**src/verilog/wconv_params.svh**
```systemverilog
`ifndef WCONV_PARAMS_SVH
`define WCONV_PARAMS_SVH

// input byte width
`define BYTE_W 8

// output word width
`define WORD_W 32

// buffer size, in byte address space
`define BUF_ADDR_W 6
`define BUF_BYTES 64

`endif
```
**src/verilog/wconv_ctrl_pkg.sv**
```systemverilog
`default_nettype none

package wconv_ctrl_pkg;

   // input handshake and buffer write
   typedef enum logic [1:0] {in_idle, in_write, in_ack_hold} in_state_e;

   // buffer read and output handshake
   typedef enum logic [1:0] {out_idle, out_read, out_req_hold, out_ack_wait} out_state_e;

endpackage

`default_nettype wire

```
**src/verilog/wconv_types_pkg.sv**
```systemverilog
`default_nettype none

`include "wconv_params.svh"

package wconv_types_pkg;

   // one byte from the sender
   typedef logic [`BYTE_W-1:0] byte_t;

   // one word to the receiver
   typedef logic [`WORD_W-1:0] word_t;

   // buffer address, always counted in bytes
   typedef logic [`BUF_ADDR_W-1:0] byte_addr_t;

   // stored bytes, needs one more bit to reach a full buffer
   typedef logic [`BUF_ADDR_W:0] fill_t;

endpackage

`default_nettype wire

```
**src/verilog/ram_port_if.sv**
```systemverilog
`timescale 1ns/10ps
`default_nettype none

interface ram_port_if import wconv_types_pkg::*; ();

   // write side, one byte per strobe
   logic       w_en;
   byte_addr_t w_addr;
   byte_t      w_data;

   // read side, one word per strobe
   logic       r_en;
   byte_addr_t r_addr;
   word_t      r_data;

   modport ctrl (output w_en, output w_data, output r_en);

   // strobes double as push and pop
   modport ptr (input w_en, input r_en, output w_addr, output r_addr);

   modport mem (input w_en, input w_addr, input w_data, input r_en, input r_addr,
                output r_data);

endinterface

`default_nettype wire

```
**src/verilog/wconv_top.sv**
```systemverilog
`timescale 1ns/10ps
`default_nettype none

`include "wconv_params.svh"

module wconv_top import wconv_types_pkg::*; (
   input  logic  clk,
   input  logic  rst_n,
   input  logic  in_req,
   input  byte_t in_byte,
   output logic  in_ack,
   output logic  out_req,
   input  logic  out_ack,
   output word_t out_word
);

   logic space;
   logic word_ready;

   ram_port_if i_port ();

   wconv_ctrl_fsm i_ctrl_fsm (
      .clk       (clk),
      .rst_n     (rst_n),
      .in_req    (in_req),
      .in_byte   (in_byte),
      .in_ack    (in_ack),
      .out_req   (out_req),
      .out_ack   (out_ack),
      .space     (space),
      .word_ready(word_ready),
      .port      (i_port.ctrl)
   );

   wconv_ptr_counter i_ptr_counter (
      .clk       (clk),
      .rst_n     (rst_n),
      .port      (i_port.ptr),
      .space     (space),
      .word_ready(word_ready)
   );

   // four byte banks behind one word read port
   wconv_asym_ram #(
      .W_DATA_W(`BYTE_W),
      .R_DATA_W(`WORD_W),
      .ADDR_W  (`BUF_ADDR_W)
   ) i_asym_ram (
      .clk(clk),
      .mem(i_port.mem)
   );

   assign out_word = i_port.r_data;

endmodule

`default_nettype wire

```
**src/verilog/wconv_ctrl_fsm.sv**
```systemverilog
`timescale 1ns/10ps
`default_nettype none

module wconv_ctrl_fsm import wconv_types_pkg::*, wconv_ctrl_pkg::*; (
   input  logic     clk,
   input  logic     rst_n,
   input  logic     in_req,
   input  byte_t    in_byte,
   output logic     in_ack,
   output logic     out_req,
   input  logic     out_ack,
   input  logic     space,
   input  logic     word_ready,
   ram_port_if.ctrl port
);

   in_state_e  in_state;
   out_state_e out_state;

   // input side, waits for room before taking the byte
   always_ff @(posedge clk or negedge rst_n) begin
      if (!rst_n) begin
         in_state <= in_idle;
      end else begin
         case (in_state)
            in_idle: begin
               if (in_req && space) begin
                  in_state <= in_write;
               end
            end
            in_write: begin
               in_state <= in_ack_hold;
            end
            in_ack_hold: begin
               // four-phase return, ack drops after req
               if (!in_req) begin
                  in_state <= in_idle;
               end
            end
            default: in_state <= in_idle;
         endcase
      end
   end

   // output side, the word is popped before req goes out
   always_ff @(posedge clk or negedge rst_n) begin
      if (!rst_n) begin
         out_state <= out_idle;
      end else begin
         case (out_state)
            out_idle: begin
               if (word_ready) begin
                  out_state <= out_read;
               end
            end
            out_read: begin
               out_state <= out_req_hold;
            end
            out_req_hold: begin
               if (out_ack) begin
                  out_state <= out_ack_wait;
               end
            end
            out_ack_wait: begin
               if (!out_ack) begin
                  out_state <= out_idle;
               end
            end
            default: out_state <= out_idle;
         endcase
      end
   end

   assign port.w_en   = (in_state == in_write);
   assign port.w_data = in_byte;
   assign in_ack      = (in_state == in_ack_hold);

   // read data lands on the same edge that raises req
   assign port.r_en   = (out_state == out_read);
   assign out_req     = (out_state == out_req_hold);

   a_w_en_single: assert property (
      @(posedge clk) disable iff (!rst_n) port.w_en |=> !port.w_en
   ) else $error("buffer write strobe held for two cycles");

   a_out_req_hold: assert property (
      @(posedge clk) disable iff (!rst_n) (out_req && !out_ack) |=> out_req
   ) else $error("out_req dropped before out_ack");

endmodule

`default_nettype wire

```
**src/verilog/wconv_ptr_counter.sv**
```systemverilog
`timescale 1ns/10ps
`default_nettype none

`include "wconv_params.svh"

module wconv_ptr_counter import wconv_types_pkg::*; (
   input  logic    clk,
   input  logic    rst_n,
   ram_port_if.ptr port,
   output logic    space,
   output logic    word_ready
);

   localparam fill_t      FULL_FILL  = fill_t'(`BUF_BYTES);
   localparam fill_t      WORD_FILL  = fill_t'(`WORD_W / `BYTE_W);
   localparam byte_addr_t WORD_STEP  = byte_addr_t'(`WORD_W / `BYTE_W);

   byte_addr_t wr_ptr;
   byte_addr_t rd_ptr;
   fill_t      fill;

   // both pointers wrap at the buffer size
   always_ff @(posedge clk or negedge rst_n) begin
      if (!rst_n) begin
         wr_ptr <= '0;
         rd_ptr <= '0;
         fill   <= '0;
      end else begin
         if (port.w_en) begin
            wr_ptr <= wr_ptr + byte_addr_t'(1);
         end
         if (port.r_en) begin
            rd_ptr <= rd_ptr + WORD_STEP;
         end
         case ({port.w_en, port.r_en})
            2'b10:   fill <= fill + fill_t'(1);
            2'b01:   fill <= fill - WORD_FILL;
            2'b11:   fill <= fill + fill_t'(1) - WORD_FILL;
            default: fill <= fill;
         endcase
      end
   end

   assign port.w_addr = wr_ptr;
   assign port.r_addr = rd_ptr;
   assign space       = (fill < FULL_FILL);
   assign word_ready  = (fill >= WORD_FILL);

   a_no_push_full: assert property (
      @(posedge clk) disable iff (!rst_n) port.w_en |-> space
   ) else $error("byte written into a full buffer");

   a_no_pop_short: assert property (
      @(posedge clk) disable iff (!rst_n) port.r_en |-> word_ready
   ) else $error("word read with only %0d bytes stored", fill);

endmodule

`default_nettype wire

```
**src/verilog/wconv_asym_ram.sv**
```systemverilog
`timescale 1ns/10ps
`default_nettype none

`include "wconv_params.svh"

// narrow serial writes, wide parallel reads
// addresses on both ports are in byte space
module wconv_asym_ram #(
   parameter int W_DATA_W = `BYTE_W,
   parameter int R_DATA_W = `WORD_W,
   parameter int ADDR_W   = `BUF_ADDR_W
) (
   input logic     clk,
   ram_port_if.mem mem
);

   // number of banks and how the byte address splits
   localparam int N           = R_DATA_W / W_DATA_W;
   localparam int N_W         = $clog2(N);
   localparam int SYM_W       = $clog2(W_DATA_W / 8);
   localparam int BANK_ADDR_W = ADDR_W - N_W - SYM_W;
   localparam int WORD_BYTES  = R_DATA_W / 8;

   if ((R_DATA_W % W_DATA_W) != 0 || R_DATA_W < W_DATA_W) begin : g_width_check
      $error("read width %0d is not a multiple of write width %0d", R_DATA_W, W_DATA_W);
   end

   // lanes from all banks, bank 0 lowest
   wire [R_DATA_W-1:0] rd_lanes;

   for (genvar i = 0; i < N; i++) begin : g_bank
      logic bank_w_en;

      if (N == 1) begin : g_single
         assign bank_w_en = mem.w_en;
      end else begin : g_decode
         // low address bits pick the one bank that takes the write
         assign bank_w_en = mem.w_en && (mem.w_addr[SYM_W +: N_W] == N_W'(i));
      end

      wconv_bank_ram #(
         .DATA_W(W_DATA_W),
         .ADDR_W(BANK_ADDR_W)
      ) i_bank (
         .clk   (clk),
         .w_en  (bank_w_en),
         .w_addr(mem.w_addr[ADDR_W-1 -: BANK_ADDR_W]),
         .w_data(mem.w_data),
         .r_en  (mem.r_en),
         .r_addr(mem.r_addr[ADDR_W-1 -: BANK_ADDR_W]),
         .r_data(rd_lanes[i*W_DATA_W +: W_DATA_W])
      );
   end

   assign mem.r_data = rd_lanes;

   // the pointer logic must only ever ask for whole words
   a_r_addr_aligned: assert property (
      @(posedge clk) mem.r_en |-> ((mem.r_addr % WORD_BYTES) == 0)
   ) else $error("unaligned word read at byte address %0d", mem.r_addr);

endmodule

`default_nettype wire

```
**src/verilog/wconv_bank_ram.sv**
```systemverilog
`timescale 1ns/10ps
`default_nettype none

module wconv_bank_ram #(
   parameter int DATA_W = 8,
   parameter int ADDR_W = 4
) (
   input  logic              clk,
   input  logic              w_en,
   input  logic [ADDR_W-1:0] w_addr,
   input  logic [DATA_W-1:0] w_data,
   input  logic              r_en,
   input  logic [ADDR_W-1:0] r_addr,
   output logic [DATA_W-1:0] r_data
);

   logic [DATA_W-1:0] mem_array [0:(2**ADDR_W)-1];

   always_ff @(posedge clk) begin
      if (w_en) begin
         mem_array[w_addr] <= w_data;
      end
   end

   // output register keeps the last word until the next read
   always_ff @(posedge clk) begin
      if (r_en) begin
         r_data <= mem_array[r_addr];
      end
   end

endmodule

`default_nettype wire

```
**config.mk**
```make
export PLATFORM = sky130hd
export DESIGN_NAME = wconv_top
export DESIGN_NICKNAME = d
export VERILOG_FILES = /design/src/verilog/wconv_ctrl_pkg.sv /design/src/verilog/wconv_types_pkg.sv /design/src/verilog/ram_port_if.sv /design/src/verilog/wconv_top.sv /design/src/verilog/wconv_ctrl_fsm.sv /design/src/verilog/wconv_ptr_counter.sv /design/src/verilog/wconv_asym_ram.sv /design/src/verilog/wconv_bank_ram.sv
export VERILOG_INCLUDE_DIRS = /design/src /design/src/verilog
export SDC_FILE = /design/constraint.sdc
export NUM_CORES = 1
export LEC_CHECK = 0
export BUFFER_PORTS_ARGS = -buffer_cell sky130_fd_sc_hd__buf_2
export CAP_MARGIN = 20
export CORE_UTILIZATION = 45
export DETAILED_ROUTE_END_ITERATION = 8
export PLACE_DENSITY_LB_ADDON = 0.05
export REMOVE_ABC_BUFFERS = 1
export SYNTH_ARGS = -nofsm -noshare
export SYNTH_HDL_FRONTEND = slang
export SYNTH_HIERARCHICAL = 1
export SYNTH_SLANG_ARGS = --single-unit
export TNS_END_PERCENT = 100
```
**constraint.sdc**
```tcl
create_clock -name clk -period 3.1 [get_ports clk]
set_clock_uncertainty 0.15 [all_clocks]
set_input_delay 0.31 -clock clk [delete_from_list [all_inputs] [get_ports clk]]
set_output_delay 0.31 -clock clk [all_outputs]
set_load 0.1 [all_outputs]
```
==> results.sh <==
export IMPL_overflow=0
export IMPL_drtPass1Iterations=5
export IMPL_cts_sinks=565
export IMPL_clk_pin_slew_ns=0.06
export IMPL_cts_resized=0
export IMPL_ir_worst_vdd_v=0.000643
export IMPL_setup_viol=0
export IMPL_cp_required_ns=3.27
export IMPL_reg2reg_to="i_asym_ram/g_bank[0].i_bank/mem_array[0][2]$_DFFE_PP_"
export IMPL_cts_buffers=58
export IMPL_grtUsageMet3=0.0349
export IMPL_yosysWarnings=6
export IMPL_timing_final_hold_violations=0
export IMPL_die_height_um=225
export IMPL_arrival_ns=2.74
export IMPL_maxCapViolCount=0
export IMPL_wl_um=48800
export IMPL_rsz0062_at_grt="no"
export IMPL_worstSetupStartpointType="flip-flop"
export IMPL_final_cell_area_um2=25500
export IMPL_syn_to_final_growth_pct=14.2
export IMPL_cp_end_kind="flip-flop"
export IMPL_detail_route_antenna_nets=0
export IMPL_leakagePower_nw=8.51
export IMPL_grt_pass1_wl_um=72700
export IMPL_gp_congestion=0.761
export IMPL_design_power_total_mw=22.4
export IMPL_syn_area_per_cell_um2=21.1
export IMPL_drc_errors=0
export IMPL_pin_count=46
export IMPL_synthesis_area_um2=22400
export IMPL_worstMarginPinSlew_ns=0.867
export IMPL_die_w_um=225
export IMPL_cts_tree="yes"
export IMPL_power_density_nw_per_um2=877
export IMPL_grtUsageTotal=0.199
export IMPL_port_buffers=45
export IMPL_grt_max_degree=65
export IMPL_diodes=0
export IMPL_rr_startpoint="i_ctrl_fsm/in_state[1]$_DFFE_PN0P_"
export IMPL_vias=10568
export IMPL_dp_hpwl_um=28900
export IMPL_place_area_um2=23700
export IMPL_grt_met2_usage=0.317
export IMPL_timing_critical_path_to="i_asym_ram/g_bank[0].i_bank/mem_array[0][2]$_DFFE_PP_"
export IMPL_use_met1=0.287
export IMPL_ctsRootBufferMaster="clkbuf_16"
export IMPL_clk_latency_ns=0.62
export IMPL_period_share=0.831
export IMPL_slew_viol_final=0
export IMPL_start_util=0.457
export IMPL_status="finished clean"
export IMPL_wl_per_cell_um=25.5
export IMPL_min_period_ns=2.57
export IMPL_fin_nets=1226
export IMPL_grt_busiest_layer="met2"
export IMPL_critPathLaunch="i_ctrl_fsm/in_state[1]$_DFFE_PN0P_"
export IMPL_max_slew_margin=0.422
export IMPL_reg2regPathDepth=5
export IMPL_final_util=0.521
export IMPL_rows=81
export IMPL_r2r_slack_ns=0.53
export IMPL_crit_type="flip-flop to flip-flop"
export IMPL_dieArea_um2=50600
export IMPL_avgViaCountPerCell=5.52
export IMPL_syn_inst=1060
export IMPL_core_area_um2=49000
export IMPL_cts_max_path_buffers=3
export IMPL_worstPathMaxFanout=11
export IMPL_max_freq_ghz=0.388
export IMPL_grt_pass1_vias=10997
export IMPL_antenna_found_initial=1
export IMPL_drt_iter0_drc=737
export IMPL_min_path_type="input port to flip-flop"
export IMPL_drive_gt1_frac=0.237
export IMPL_htree_levels=2
-- sequential cells by signal (all words and copies together), names as in the netlist --
signal,flops
i_ptr_counter/fill,7
i_asym_ram/g_bank.i_bank/mem_array,512
i_ptr_counter/port.r_addr,4
i_ctrl_fsm/in_state,2
i_asym_ram/g_bank.i_bank/r_data,32
i_ptr_counter/port.w_addr,6
i_ctrl_fsm/out_state,2
-- power by group --
part           total, mW  internal, mW  switching (mW)  leakage, nW
Clock               6.50          3.71            2.79        0.862
Sequential          9.35          8.88           0.475         5.16
Combinational       6.53          2.32            4.20         2.49
-- through the flow --
stage	setup WS [ns]	setup TNS (ns)	hold WS, ns	instances
after floorplan	-2.63	-96.43	-0.136	1004
after global placement	0.549	0	0.182	1802
after detailed placement	0.522	0	0.191	1802
after CTS	0.536	0	0.0360	1914
after global routing	0.448	0	0.0559	1914
final	0.525	0	0.0540	1914
-- how the worst min path moves through the flow --
| stage | startpoint | depth (start not counted) | end |
|---|---|---|---|
| 3_3_place_gp | rst_n | 1 | i_ctrl_fsm/out_state[0]$_DFFE_PN0P_ |
| 4_1_cts | in_byte[0] | 1 | i_asym_ram/g_bank[0].i_bank/mem_array[15][0]$_DFFE_PP_ |
| 6_report | in_byte[0] | 1 | i_asym_ram/g_bank[0].i_bank/mem_array[15][0]$_DFFE_PP_ |
| 3_5_place_dp | rst_n | 1 | i_ctrl_fsm/out_state[0]$_DFFE_PN0P_ |
| 5_1_grt | in_byte[0] | 1 | i_asym_ram/g_bank[0].i_bank/mem_array[2][0]$_DFFE_PP_ |
| 2_1_floorplan | rst_n | 0 | i_ctrl_fsm/in_state[0]$_DFFE_PN0P_ |
-- placed cells by master (no fill, tap or decap), types with 7 or more instances in the layout --
| master | instances |
|---|---|
| a22oi_1 | 64 |
| buf_2 | 45 |
| buf_4 | 84 |
| clkbuf_1 | 19 |
| clkbuf_16 | 61 |
| clkinv_1 | 15 |
| clkinv_2 | 7 |
| dfrtp_1 | 19 |
| edfxtp_1 | 544 |
| ha_1 | 10 |
| inv_1 | 7 |
| mux4_1 | 56 |
| mux4_2 | 72 |
| nand2_1 | 44 |
| nand2b_1 | 8 |
| nand3b_1 | 9 |
| nor2_1 | 60 |
| nor3_1 | 18 |
| xnor2_1 | 10 |
-- area by class of cell --
type / instances / area (um2)
Multi-Input combinational cell: 432 / 5020
Clock buffer: 82 / 1630
Tap cell: 664 / 831
Sequential cell: 565 / 16900
Fill cell: 3922 / 23400
Inverter: 7 / 26.3
Clock inverter: 25 / 139
Timing Repair Buffer: 139 / 1010
-- critical path, cell delays in order (launching register included) --
cell and delay (ns):
dfrtp_1 0.40, nor2b_2 0.48, nor3b_2 0.37, or3b_2 0.52
nor3_1 0.15, buf_4 0.22
-- metal layers --
metal  vias up  routed length, um
li1       4727                  -
met1      5580              22600
met2       193              23500
met3        68               1890
met4         0                824
met5         -                  0
-- repair_timing --
item	in CTS	in global routing
endpoints found under the hold margin	48	0
hold buffers	5	0
buffers inserted	0	0
setup endpoints to repair	0	0
Note: power is estimated with default switching activity, not from simulation.
